$ cat src/source/opn_pkg.sv
/*
 * Shared types and constants for the FM chip register front end and timers.
 * Only the timer registers 0x24..0x27 of the first bank are decoded.
 * Any other register number maps to REG_NONE and is dropped.
 */
`default_nettype none

package opn_pkg;

    localparam int DATA_W = 8;   // CPU bus width
    localparam int TA_W   = 10;  // Timer A counter width
    localparam int TB_W   = 8;   // Timer B counter width

    // Status byte layout, other bits read as zero
    localparam int STATUS_BUSY_BIT   = 7;
    localparam int STATUS_FLAG_B_BIT = 1;
    localparam int STATUS_FLAG_A_BIT = 0;

    // Register 0x27 bit positions
    localparam int TCTL_LOAD_A = 0;
    localparam int TCTL_LOAD_B = 1;
    localparam int TCTL_EN_A   = 2;
    localparam int TCTL_EN_B   = 3;
    localparam int TCTL_CLR_A  = 4;
    localparam int TCTL_CLR_B  = 5;

    // Target of a queued register write
    typedef enum logic [2:0] {
        REG_NONE  = 3'd0,  // Unmapped, ignored downstream
        REG_TA_HI = 3'd1,  // 0x24, timer A bits 9..2
        REG_TA_LO = 3'd2,  // 0x25, timer A bits 1..0
        REG_TB    = 3'd3,  // 0x26
        REG_TCTL  = 3'd4   // 0x27, load/enable/clear
    } reg_sel_e;

    // Bus decoder state
    typedef enum logic {
        ADDR_WAIT = 1'b0,  // No register number latched yet
        ADDR_HELD = 1'b1
    } bus_phase_e;

endpackage

`default_nettype wire

$ cat src/source/opn_bus_decode.sv
/*
 * CPU bus decoder. A write is cs_n and wr_n both low on a clock edge.
 * addr[0] low latches the register number, high pushes a data write.
 * addr[1] selects the second bank on the full chip and is ignored here.
 */
`default_nettype none

module opn_bus_decode import opn_pkg::*; (
    input  logic              clk,
    input  logic              arst_n,
    input  logic              cs_n,
    input  logic              wr_n,
    input  logic [1:0]        addr,
    input  logic [DATA_W-1:0] din,
    output logic              push,
    output reg_sel_e          push_sel,
    output logic [DATA_W-1:0] push_data
);

    bus_phase_e        phase;
    logic [DATA_W-1:0] reg_num;   // Last register number written
    logic              write;

    assign write     = !cs_n && !wr_n;
    assign push      = write && addr[0];
    assign push_data = din;

    always_ff @(posedge clk or negedge arst_n) begin
        if (!arst_n) begin
            phase <= ADDR_WAIT;
        end else if (write && !addr[0]) begin
            phase <= ADDR_HELD;
        end
    end

    // Register number stays latched across data writes, as on the real chip
    always_ff @(posedge clk) begin
        if (write && !addr[0]) reg_num <= din;
    end

    always_comb begin
        push_sel = REG_NONE;  // Data write before any address write
        if (phase == ADDR_HELD) begin
            case (reg_num)
                DATA_W'('h24): push_sel = REG_TA_HI;
                DATA_W'('h25): push_sel = REG_TA_LO;
                DATA_W'('h26): push_sel = REG_TB;
                DATA_W'('h27): push_sel = REG_TCTL;
                default:       push_sel = REG_NONE;
            endcase
        end
    end

endmodule

`default_nettype wire

$ cat src/source/opn_write_queue.sv
/*
 * Circular write queue between the CPU bus and the register apply logic.
 * A push while full is dropped, so the CPU must poll busy first.
 * Head outputs are only meaningful while not_empty is high.
 */
`default_nettype none

module opn_write_queue import opn_pkg::*; #(
    parameter int QUEUE_DEPTH = 4
) (
    input  logic              clk,
    input  logic              arst_n,
    input  logic              push,
    input  reg_sel_e          push_sel,
    input  logic [DATA_W-1:0] push_data,
    input  logic              pop,
    output reg_sel_e          head_sel,
    output logic [DATA_W-1:0] head_data,
    output logic              not_empty
);

    localparam int PTR_W = (QUEUE_DEPTH > 1) ? $clog2(QUEUE_DEPTH) : 1;
    localparam int CNT_W = $clog2(QUEUE_DEPTH + 1);

    reg_sel_e          sel_mem  [QUEUE_DEPTH];
    logic [DATA_W-1:0] data_mem [QUEUE_DEPTH];
    logic [PTR_W-1:0]  wr_ptr;
    logic [PTR_W-1:0]  rd_ptr;
    logic [CNT_W-1:0]  count;
    logic              full;
    logic              do_push;
    logic              do_pop;

    // Wraps for any depth, not only powers of two
    function automatic logic [PTR_W-1:0] next_ptr(input logic [PTR_W-1:0] ptr);
        return (ptr == PTR_W'(QUEUE_DEPTH - 1)) ? '0 : ptr + 1'b1;
    endfunction

    assign full      = (count == CNT_W'(QUEUE_DEPTH));
    assign not_empty = (count != '0);
    assign do_push   = push && !full;
    assign do_pop    = pop && not_empty;
    assign head_sel  = sel_mem[rd_ptr];
    assign head_data = data_mem[rd_ptr];

    always_ff @(posedge clk) begin
        if (do_push) begin
            sel_mem[wr_ptr]  <= push_sel;
            data_mem[wr_ptr] <= push_data;
        end
    end

    always_ff @(posedge clk or negedge arst_n) begin
        if (!arst_n) begin
            wr_ptr <= '0;
            rd_ptr <= '0;
            count  <= '0;
        end else begin
            if (do_push) wr_ptr <= next_ptr(wr_ptr);
            if (do_pop)  rd_ptr <= next_ptr(rd_ptr);
            case ({do_push, do_pop})
                2'b10:   count <= count + 1'b1;
                2'b01:   count <= count - 1'b1;
                default: count <= count;  // Idle or simultaneous push/pop
            endcase
        end
    end

endmodule

`default_nettype wire

$ cat src/source/opn_reg_apply.sv
/*
 * Internal clock enable, sample tick and timer register file.
 * clk_en fires once every PRESCALE cen cycles, sample_tick every SLOTS clk_en.
 * One queued write is applied per clk_en. Clear bits of 0x27 are one-cycle
 * pulses, load and enable bits are held levels.
 */
`default_nettype none

module opn_reg_apply import opn_pkg::*; #(
    parameter int PRESCALE = 6,
    parameter int SLOTS    = 24
) (
    input  logic              clk,
    input  logic              arst_n,
    input  logic              cen,
    input  logic              not_empty,
    input  reg_sel_e          head_sel,
    input  logic [DATA_W-1:0] head_data,
    output logic              pop,
    output logic              sample_tick,
    output logic [TA_W-1:0]   value_a,
    output logic [TB_W-1:0]   value_b,
    output logic              load_a,
    output logic              load_b,
    output logic              en_a,
    output logic              en_b,
    output logic              clr_a,
    output logic              clr_b
);

    localparam int PRE_W  = (PRESCALE > 1) ? $clog2(PRESCALE) : 1;
    localparam int SLOT_W = (SLOTS > 1) ? $clog2(SLOTS) : 1;

    logic [PRE_W-1:0]  pre_cnt;
    logic [SLOT_W-1:0] slot_cnt;
    logic              clk_en;   // Internal tick

    assign clk_en      = cen && (pre_cnt == PRE_W'(PRESCALE - 1));
    assign sample_tick = clk_en && (slot_cnt == SLOT_W'(SLOTS - 1));
    assign pop         = clk_en && not_empty;

    always_ff @(posedge clk or negedge arst_n) begin
        if (!arst_n) begin
            pre_cnt  <= '0;
            slot_cnt <= '0;
        end else begin
            if (cen)    pre_cnt  <= clk_en ? '0 : pre_cnt + 1'b1;
            if (clk_en) slot_cnt <= sample_tick ? '0 : slot_cnt + 1'b1;
        end
    end

    always_ff @(posedge clk or negedge arst_n) begin
        if (!arst_n) begin
            value_a <= '0;
            value_b <= '0;
            load_a  <= 1'b0;
            load_b  <= 1'b0;
            en_a    <= 1'b0;
            en_b    <= 1'b0;
            clr_a   <= 1'b0;
            clr_b   <= 1'b0;
        end else begin
            clr_a <= 1'b0;  // Pulses last one cycle
            clr_b <= 1'b0;
            if (pop) begin
                case (head_sel)
                    REG_TA_HI: value_a[TA_W-1:2] <= head_data[TA_W-3:0];
                    REG_TA_LO: value_a[1:0]      <= head_data[1:0];
                    REG_TB:    value_b           <= head_data[TB_W-1:0];
                    REG_TCTL: begin
                        load_a <= head_data[TCTL_LOAD_A];
                        load_b <= head_data[TCTL_LOAD_B];
                        en_a   <= head_data[TCTL_EN_A];
                        en_b   <= head_data[TCTL_EN_B];
                        clr_a  <= head_data[TCTL_CLR_A];
                        clr_b  <= head_data[TCTL_CLR_B];
                    end
                    default: ;  // REG_NONE, write discarded
                endcase
            end
        end
    end

endmodule

`default_nettype wire

$ cat src/source/opn_timers.sv
/*
 * Timer A and timer B up-counters with sticky overflow flags.
 * A counter runs only while its load bit is set and restarts from its value
 * on the rising edge of load. Timer B steps every TB_DIV sample ticks, and
 * its divider restarts on load so the first period is full length.
 */
`default_nettype none

module opn_timers import opn_pkg::*; #(
    parameter int TB_DIV = 16
) (
    input  logic            clk,
    input  logic            arst_n,
    input  logic            sample_tick,
    input  logic [TA_W-1:0] value_a,
    input  logic [TB_W-1:0] value_b,
    input  logic            load_a,
    input  logic            load_b,
    input  logic            en_a,
    input  logic            en_b,
    input  logic            clr_a,
    input  logic            clr_b,
    output logic            flag_a,
    output logic            flag_b
);

    localparam int DIV_W = (TB_DIV > 1) ? $clog2(TB_DIV) : 1;

    logic [TA_W-1:0]  cnt_a;
    logic [TB_W-1:0]  cnt_b;
    logic [DIV_W-1:0] div_cnt;
    logic             load_a_d;
    logic             load_b_d;
    logic             start_a;
    logic             start_b;
    logic             step_b;
    logic             ovf_a;
    logic             ovf_b;

    assign start_a = load_a && !load_a_d;
    assign start_b = load_b && !load_b_d;
    assign step_b  = sample_tick && (div_cnt == DIV_W'(TB_DIV - 1));

    // Overflow on the step taken while the counter sits at all ones
    assign ovf_a = load_a && !start_a && sample_tick && (cnt_a == '1);
    assign ovf_b = load_b && !start_b && step_b && (cnt_b == '1);

    always_ff @(posedge clk or negedge arst_n) begin
        if (!arst_n) begin
            load_a_d <= 1'b0;
            cnt_a    <= '0;
        end else begin
            load_a_d <= load_a;
            if (start_a) begin
                cnt_a <= value_a;
            end else if (load_a && sample_tick) begin
                cnt_a <= ovf_a ? value_a : cnt_a + 1'b1;
            end
        end
    end

    always_ff @(posedge clk or negedge arst_n) begin
        if (!arst_n) begin
            load_b_d <= 1'b0;
            div_cnt  <= '0;
            cnt_b    <= '0;
        end else begin
            load_b_d <= load_b;
            if (start_b) begin
                div_cnt <= '0;
                cnt_b   <= value_b;
            end else begin
                if (sample_tick) div_cnt <= step_b ? '0 : div_cnt + 1'b1;
                if (load_b && step_b) cnt_b <= ovf_b ? value_b : cnt_b + 1'b1;
            end
        end
    end

    // An overflow in the same cycle as a clear wins
    always_ff @(posedge clk or negedge arst_n) begin
        if (!arst_n) begin
            flag_a <= 1'b0;
            flag_b <= 1'b0;
        end else begin
            if (ovf_a && en_a) flag_a <= 1'b1;
            else if (clr_a)    flag_a <= 1'b0;
            if (ovf_b && en_b) flag_b <= 1'b1;
            else if (clr_b)    flag_b <= 1'b0;
        end
    end

endmodule

`default_nettype wire

$ cat src/source/opn_timer_top.sv
/*
 * Register front end and timers of the FM sound chip.
 * dout always returns the status byte, one cycle behind busy and the flags.
 * Poll busy before each data write, a write into a full queue is lost.
 */
`default_nettype none

module opn_timer_top import opn_pkg::*; #(
    parameter int PRESCALE    = 6,
    parameter int SLOTS       = 24,
    parameter int TB_DIV      = 16,
    parameter int QUEUE_DEPTH = 4
) (
    input  logic              clk,
    input  logic              arst_n,
    input  logic              cen,     // Tie high if not needed
    input  logic              cs_n,
    input  logic              wr_n,
    input  logic [1:0]        addr,
    input  logic [DATA_W-1:0] din,
    output logic [DATA_W-1:0] dout,
    output logic              irq_n
);

    logic              push;
    reg_sel_e          push_sel;
    logic [DATA_W-1:0] push_data;
    logic              pop;
    reg_sel_e          head_sel;
    logic [DATA_W-1:0] head_data;
    logic              busy;          // Queue not empty
    logic              sample_tick;
    logic [TA_W-1:0]   value_a;
    logic [TB_W-1:0]   value_b;
    logic              load_a, load_b;
    logic              en_a, en_b;
    logic              clr_a, clr_b;
    logic              flag_a, flag_b;
    logic [DATA_W-1:0] status_next;

    opn_bus_decode u_decode (
        .clk       ( clk       ),
        .arst_n    ( arst_n    ),
        .cs_n      ( cs_n      ),
        .wr_n      ( wr_n      ),
        .addr      ( addr      ),
        .din       ( din       ),
        .push      ( push      ),
        .push_sel  ( push_sel  ),
        .push_data ( push_data )
    );

    opn_write_queue #(.QUEUE_DEPTH(QUEUE_DEPTH)) u_queue (
        .clk       ( clk       ),
        .arst_n    ( arst_n    ),
        .push      ( push      ),
        .push_sel  ( push_sel  ),
        .push_data ( push_data ),
        .pop       ( pop       ),
        .head_sel  ( head_sel  ),
        .head_data ( head_data ),
        .not_empty ( busy      )
    );

    opn_reg_apply #(.PRESCALE(PRESCALE), .SLOTS(SLOTS)) u_apply (
        .clk         ( clk         ),
        .arst_n      ( arst_n      ),
        .cen         ( cen         ),
        .not_empty   ( busy        ),
        .head_sel    ( head_sel    ),
        .head_data   ( head_data   ),
        .pop         ( pop         ),
        .sample_tick ( sample_tick ),
        .value_a     ( value_a     ),
        .value_b     ( value_b     ),
        .load_a      ( load_a      ),
        .load_b      ( load_b      ),
        .en_a        ( en_a        ),
        .en_b        ( en_b        ),
        .clr_a       ( clr_a       ),
        .clr_b       ( clr_b       )
    );

    opn_timers #(.TB_DIV(TB_DIV)) u_timers (
        .clk         ( clk         ),
        .arst_n      ( arst_n      ),
        .sample_tick ( sample_tick ),
        .value_a     ( value_a     ),
        .value_b     ( value_b     ),
        .load_a      ( load_a      ),
        .load_b      ( load_b      ),
        .en_a        ( en_a        ),
        .en_b        ( en_b        ),
        .clr_a       ( clr_a       ),
        .clr_b       ( clr_b       ),
        .flag_a      ( flag_a      ),
        .flag_b      ( flag_b      )
    );

    assign irq_n = !(flag_a || flag_b);

    always_comb begin
        status_next                    = '0;
        status_next[STATUS_BUSY_BIT]   = busy;
        status_next[STATUS_FLAG_B_BIT] = flag_b;
        status_next[STATUS_FLAG_A_BIT] = flag_a;
    end

    always_ff @(posedge clk or negedge arst_n) begin
        if (!arst_n) dout <= '0;
        else         dout <= status_next;
    end

endmodule

`default_nettype wire

$ cat config.mk
export PLATFORM = sky130hd
export DESIGN_NAME = opn_timer_top
export DESIGN_NICKNAME = d
export VERILOG_FILES = /design/src/source/opn_pkg.sv /design/src/source/opn_bus_decode.sv /design/src/source/opn_write_queue.sv /design/src/source/opn_reg_apply.sv /design/src/source/opn_timers.sv /design/src/source/opn_timer_top.sv
export SDC_FILE = /design/constraint.sdc
export NUM_CORES = 1
export LEC_CHECK = 0
export BUFFER_PORTS_ARGS = -buffer_cell sky130_fd_sc_hd__buf_2
export CORE_UTILIZATION = 53
export CTS_BUF_LIST = sky130_fd_sc_hd__clkbuf_2 sky130_fd_sc_hd__clkbuf_4 sky130_fd_sc_hd__clkbuf_8
export DETAILED_ROUTE_END_ITERATION = 12
export GPL_TIMING_DRIVEN = 1
export PLACE_DENSITY = 0.69
export SYNTH_ARGS = -nofsm -noshare
export SYNTH_HDL_FRONTEND = slang
export SYNTH_SLANG_ARGS = --single-unit
export TNS_END_PERCENT = 10
$ cat constraint.sdc
create_clock -name clk -period 3.4 [get_ports clk]
set_clock_uncertainty 0.15 [all_clocks]
set_input_delay 0.17 -clock clk [delete_from_list [all_inputs] [get_ports clk]]
set_output_delay 0.17 -clock clk [all_outputs]
set_load 0.005 [all_outputs]
## Word-level counts from Yosys, hierarchy flattened

Memory sizes are Yosys's and may differ from the RTL's.
Cells that the tools add are included.

- Bits in latches: 0
- Memory bits (read-only): 0
- Memories kept: 2
- Memory bits (writable): 44
- Flip-flop bits (word level): 77

Memory list:

| memory | words | width | read ports | clocked after memory_dff | write ports | RTL line | source |
|---|---|---|---|---|---|---|---|
| u_queue.data_mem | 4 | 8 | 1 | 0 | 1 | opn_write_queue.sv:26 | `logic [DATA_W-1:0] data_mem [QUEUE_DEPTH];` |
| u_queue.sel_mem | 4 | 3 | 1 | 0 | 1 | opn_write_queue.sv:25 | `reg_sel_e sel_mem [QUEUE_DEPTH];` |

- $lt $le $gt $ge: 0
- Reductions and logical operators: 42
- Muxes and demuxes: 26
- Bitwise gates (word level): 0
- Div/mod/pow operators: 0
- Multiply operators: 0
- Shift operators: 0
- $add $sub $neg: 9
- Equal/unequal tests: 18

Operators with widths:

| kind | count |
|---|---|
| equality test 8 x 6 -> 1 bit, second input constant | 4 |
| two-way mux 10 bit | 3 |
| two-way mux 8 bit | 3 |
| logical AND 1 bit | 21 |
| two-way mux 4 bit | 3 |
| case mux 3 bit (4 select lines) | 1 |
| nonzero test 2 bit | 6 |
| adder 10 x 1 -> 10 bit, second input constant | 1 |
| equality test 10 bit, second input constant | 1 |
| two-way mux 1 bit | 10 |
| equality test 3 bit, second input constant | 3 |
| logical NOT 1 bit | 9 |
| adder 8 x 1 -> 8 bit, second input constant | 1 |
| equality test 8 bit, second input constant | 1 |
| AND reduction 2 bit | 4 |
| adder 3 x 1 -> 3 bit, second input constant | 2 |
| equality test 2 bit, second input constant | 3 |
| equality test 3 x 2 -> 1 bit, second input constant | 2 |
| two-way mux 3 bit | 2 |
| case mux 3 bit (2 select lines) | 1 |
| adder 5 x 1 -> 5 bit, second input constant | 1 |
| equality test 5 bit, second input constant | 1 |
| two-way mux 5 bit | 1 |
| adder 2 x 1 -> 2 bit, second input constant | 2 |
| other kinds (8) | 9 |

## Logic depth before layout (Yosys ltp)

- Depth in word-level cells: 9
- Gate-level depth with buffers: 11
- Mapped depth without buffers: 10

## By module

Synthesis repeated with hierarchy kept, for this count alone.

- Cells, all modules: 407
- Area, all modules: 5497.8 um^2

By module, submodules not included:

| module | times used | area each (um^2) | cells an instance | seq. area each (um^2) |
|---|---|---|---|---|
| opn_write_queue | 1 | 2058.2 | 97 | 1496.4 |
| opn_timers | 1 | 1562.7 | 171 | 650.6 |
| opn_reg_apply | 1 | 1365.1 | 102 | 800.8 |
| opn_bus_decode | 1 | 391.6 | 27 | 265.3 |
| opn_timer_top | 1 | 120.1 | 10 | 75.1 |

## Worst setup path after synthesis

No wires, ideal clock.

- Kind: register -> register
- From: register u_apply.pre_cnt[1]
- To: register u_queue.count[2]
- Clock period less this slack: 2391 ps
- Arrival time: 2162 ps
- Slack: 1009 ps
- Buffers on the path: 1
- Cell stages (with the launch flop): 12
- Required time: 3171 ps
- Path through: dfrtp_1 > inv_1 > ha_1 > and3_1 > and2_1 > buf_2 > ha_1 > inv_1 > fa_1 > xor2_1 > nor2_1 > xor2_1

- Cells in the longest elaborated chain, start to end: 6
- Elaborated cells on any way between the ends: 8
- Those cells by class: 3 x eq/ne; 1 x mux; 4 x reduce/logical

RTL lines:

| item | RTL line | source |
|---|---|---|
| from (decl) | opn_reg_apply.sv:34 | `logic [PRE_W-1:0] pre_cnt;` |
| from (signal assigned) | opn_reg_apply.sv:47 | `if (cen) pre_cnt <= clk_en ? '0 : pre_cnt + 1'b1;` |
| equality test 3 bit * | opn_reg_apply.sv:38 | `assign clk_en = cen && (pre_cnt == PRE_W'(PRESCALE - 1));` |
| logical AND 1 bit * | opn_reg_apply.sv:38 |  |
| logical AND 1 bit * | opn_reg_apply.sv:40 | `assign pop = clk_en && not_empty;` |
| logical AND 1 bit * | opn_write_queue.sv:42 | `assign do_pop = pop && not_empty;` |
| net u_queue.do_pop | opn_write_queue.sv:32 | `logic do_pop;` |
| equality test 2 x 1 -> 1 bit / equality test 2 bit (equally long branches) | opn_write_queue.sv:61 | `case ({do_push, do_pop})` |
| case mux 3 bit (2 select lines) / nonzero test 2 bit (equally long branches) | - |  |
| to (signal assigned) | opn_write_queue.sv:62 | `2'b10: count <= count + 1'b1;` |
| to (signal assigned) | opn_write_queue.sv:63 | `2'b01: count <= count - 1'b1;` |
| to (signal assigned) | opn_write_queue.sv:64 | `default: count <= count;` |
| to (decl) | opn_write_queue.sv:29 | `logic [CNT_W-1:0] count;` |

Mark *: on every way through the listed nets, which the timed path passes. The rest lies on a longest branch.
A chain may end at the register's enable or synchronous reset.

## Final worst setup path

- From: register u_apply.slot_cnt[0]
- To: register u_timers.cnt_a[7]

- Cells in the longest elaborated chain, start to end: 7
- Elaborated cells on any way between the ends: 9
- Those cells by class: 1 x eq/ne; 3 x mux; 5 x reduce/logical

RTL lines:

| item | RTL line | source |
|---|---|---|
| from (decl) | opn_reg_apply.sv:35 | `logic [SLOT_W-1:0] slot_cnt;` |
| from (signal assigned) | opn_reg_apply.sv:48 | `if (clk_en) slot_cnt <= sample_tick ? '0 : slot_cnt + 1'b1;` |
| equality test 5 bit * | opn_reg_apply.sv:39 | `assign sample_tick = clk_en && (slot_cnt == SLOT_W'(SLOTS - 1));` |
| logical AND 1 bit * | opn_reg_apply.sv:39 |  |
| logical AND 1 bit (2 in series) | opn_timers.sv:45 | `assign ovf_a = load_a && !start_a && sample_tick && (cnt_a == '1);` |
| two-way mux 10 bit | opn_timers.sv:57 | `cnt_a <= ovf_a ? value_a : cnt_a + 1'b1;` |
| two-way mux 10 bit | opn_timers.sv:56 | `end else if (load_a && sample_tick) begin` |
| two-way mux 10 bit | opn_timers.sv:54 | `if (start_a) begin` |
| to (signal assigned) | opn_timers.sv:55 | `cnt_a <= value_a;` |
| to (signal assigned) | opn_timers.sv:57 |  |
| to (decl) | opn_timers.sv:29 | `logic [TA_W-1:0] cnt_a;` |

Mark *: on every way between the ends. The rest lies on a longest branch, timed or not. The select of a mux whose other input is x is not followed.

==> results.md <==
* Pre-antenna DRT Iters at 4
* Seq cells post-synth at between 100 and 150
* Initial antenna violation count at 0
* Final setup fails at 0
* Place WS at around 0.85 ns
* HP Class: input pin to flip-flop
* Die ar. at 10600 um^2
* Core ar. at 9860 um^2
* Cell taking the most area after synthesis: dfrtp_1
* Top cells by area, synth: dfrtp_1 (32%), edfxtp_1 (29%), mux2_2 (4.8%)
* Slowest-stage cell, CP: a21oi_1
* Data required time of the worst path at approximately 3.6 ns
* Post-route ant nets at 0
* PortBufs at 17
* Cell variety after synth at 68
* Clock Tree Buf Depth at 2
* Reg clk slew, reported paths at 0.07 ns
* Chip width at 103 um
* Most common cell after layout, fill and taps aside: dfrtp_1
* Avg Synthesized Cell Area at 13.8 um^2
* Post-synthesis sequential area ratio at approximately 60%
* Crit Path Class: flip-flop to flip-flop
* Clock H-tree levels at 4
* Most frequent cells in the layout: dfrtp_1 (69), edfxtp_1 (52), nand2_1 (25)
* Number of global-route vias before repair at approximately 3200
* Via Count at 3346
* PD cells at approximately 750 nW/um^2
* N_diodes at 0
* Data arrival time of the worst path at about 2.8 ns
* Share of the synthesized area in the top cell type at 31.8%
* Final min period at 2.58 ns
* Area delta synth->final at 13.5%
* Fill count at 741
* Synth Warn # at 0
* CTS root buf: clkbuf_8
* Synth Cell Area at around 5400 um^2
* Die Y at 103 um
* Crit-path max cell delay at 0.56 ns
* Worst setup margin at just over 0.8 ns
* WL final at 9740 um
* Static leakage at between 2 and 3 nW
* Final Non-Filler Cells at 579
* Worst skew pair latency at about 0.43 ns
* Top Family by Delay on Critical Path: simple AND/OR/NAND/NOR gates
* Largest net degree at the start of global routing at 48
* Cells after DPL at 538
* Final number of hold-violating endpoints at 0
* RSZ-0062 raised after global routing: false
* Via density at 5.78
* Wire length per cell at 16.8 um
* Crit-path cells: ha_1, nand4b_1, nor2_2, a21oi_1, mux2_2
* Headroom to the max-slew limit at about three fifths
* Post-Synthesis Cells at about 390
* First-pass GRT wire length at 15700 um
* Async SR Flop Fraction at 57.0%
* Crit Path Max Fanout at 11
* Starting Density at a little over half
* Initial DRC count at about 120
* GRT Total Usage at roughly a fifth
* Ports at 24
* VDD IR-drop max at 0.560 mV
* Pwr Total at around 4.6 mW
* Worst-margin pin slew at 0.617 ns
* # Post-CTS Setup Buffers at 0
* CP bufs+invs at 0
* Cts bufs inserted at 17
* GPL Wtd Cong at 0.857
* Final period util at 75.9%
* Worst Setup Start Kind: flip-flop
* Final count of pins violating max slew at 0
* DRC errors left at 0
* Crit path capture type: flip-flop
* FP Rows at 36
* Max Cap Viol at 0
* Share of post-route cells with drive strength above 1 at 23.3%
* CTS tree: yes
* Post-synth EDFFs at 52
* Setup_tns at 0 ns
* Synth Flop Type: dfrtp_1
* CTS Sinks at 121
* GRT overflow at 0
* Dpl hpwl at around 6600 um
* Status: complete, no violations
* Layout Nets at 462
* Achievable frequency at 387 MHz
-- worst paths after layout --
check                      cells after the start  slack [ns]           startpoint                   to
max                                            5        0.82  u_apply.slot_cnt[0]    u_timers.cnt_a[7]
min                                            3        0.05              addr[0]  u_decode.reg_num[1]
max reg2reg                                    5        0.82  u_apply.slot_cnt[0]    u_timers.cnt_a[7]
min reg2reg                                    0        0.25      u_timers.flag_a              dout[0]
max in group asynchronous                      3        2.00               arst_n    u_timers.cnt_a[5]
min in group asynchronous                      2        0.09               arst_n  u_apply.slot_cnt[2]
-- per-layer routing --
layer / share of wire [%] / wire [um] / GRT usage (%)
met1: 45 / 4370 / 25.0
met2: 50 / 4860 / 34.7
met3: 3.4 / 332 / 5.15
met4: 1.8 / 171 / 7.91
met5: 0 / 0 / 0
-- layout make-up --
cell class                 count  area [um^2]  area share [%]
sequential                   121         3290            53.4
multi-input combinational    245         2000            32.5
timing repair buffer          34          238            3.86
clock buffer                  17          234            3.80
clock inverter                14          173            2.80
tap                          133          166            2.70
inverter                      15         56.3           0.914
-- worst register-to-register path, stage by stage, from the launching register on --
cell      delay [ns]
dfrtp_1         0.41
ha_1            0.27
nand4b_1        0.48
nor2_2          0.20
a21oi_1         0.56
mux2_2          0.40
-- per-stage QoR --
stage / util, % / instance area, um^2 / hold WS (ns)
floorplan: - / 5440 / -0.276
global placement: 57.3 / 5650 / 0.0206
detailed placement: 57.3 / 5650 / 0.0243
CTS: 62.4 / 6160 / 0.0364
global route: 62.4 / 6160 / 0.0642
finish: 62.4 / 6160 / 0.0527
-- registers in the layout, summed over array words and instances, names as in the netlist, 2 cells and up --
name              flops
u_apply.slot_cnt      5
u_decode.reg_num      8
u_queue.rd_ptr        2
u_queue.count         3
dout                  3
u_apply.value_a      10
u_timers.cnt_a       10
u_timers.cnt_b        8
u_queue.sel_mem      12
u_timers.div_cnt      4
u_queue.wr_ptr        2
u_apply.pre_cnt       3
u_queue.data_mem     32
u_apply.value_b       8
-- cells in the mapped netlist, types with 5 or more instances --
master and count:
or3_1 5, and2_1 7, ha_1 12, nor2_1 16, inv_1 15, and3_1 11
dfrtp_1 69, mux2_2 23, nand2_1 25, nand3_1 13, buf_4 6, nand4_1 11
o21ai_0 13, edfxtp_1 52, a21oi_1 5, mux4_2 11, buf_2 7
-- report_power, final --
part / internal, mW / leakage (nW) / switching, mW
clock network: 0.724 / 0.194 / 0.591
registers: 1.87 / 1.34 / 0.358
logic: 0.575 / 1.01 / 0.497
total: 3.17 / 2.55 / 1.45
-- kinds of logic (layout without fill, tap and decap cells) --
kind of cell / after synthesis / in the layout / synth area share (%)
buffers and inverters: 31 / 80 / 2.72
XOR/XNOR: 8 / 8 / 1.29
multiplexers: 40 / 40 / 10.8
AO/OA/AOI/OAI: 58 / 58 / 7.98
other: 1 / 5 / 0.0691
AND/OR/NAND/NOR: 121 / 121 / 13.4
flip-flops: 121 / 121 / 60.6
adder cells (fa/ha/maj): 13 / 13 / 3.14
-- timing repair --
action / CTS / global route
resized for setup: 0 / 0
endpoints found under the setup margin: 0 / 0
hold buffers: 10 / 0
endpoints found under the hold margin: 65 / 0
Note: power is estimated with default switching activity, not from simulation.
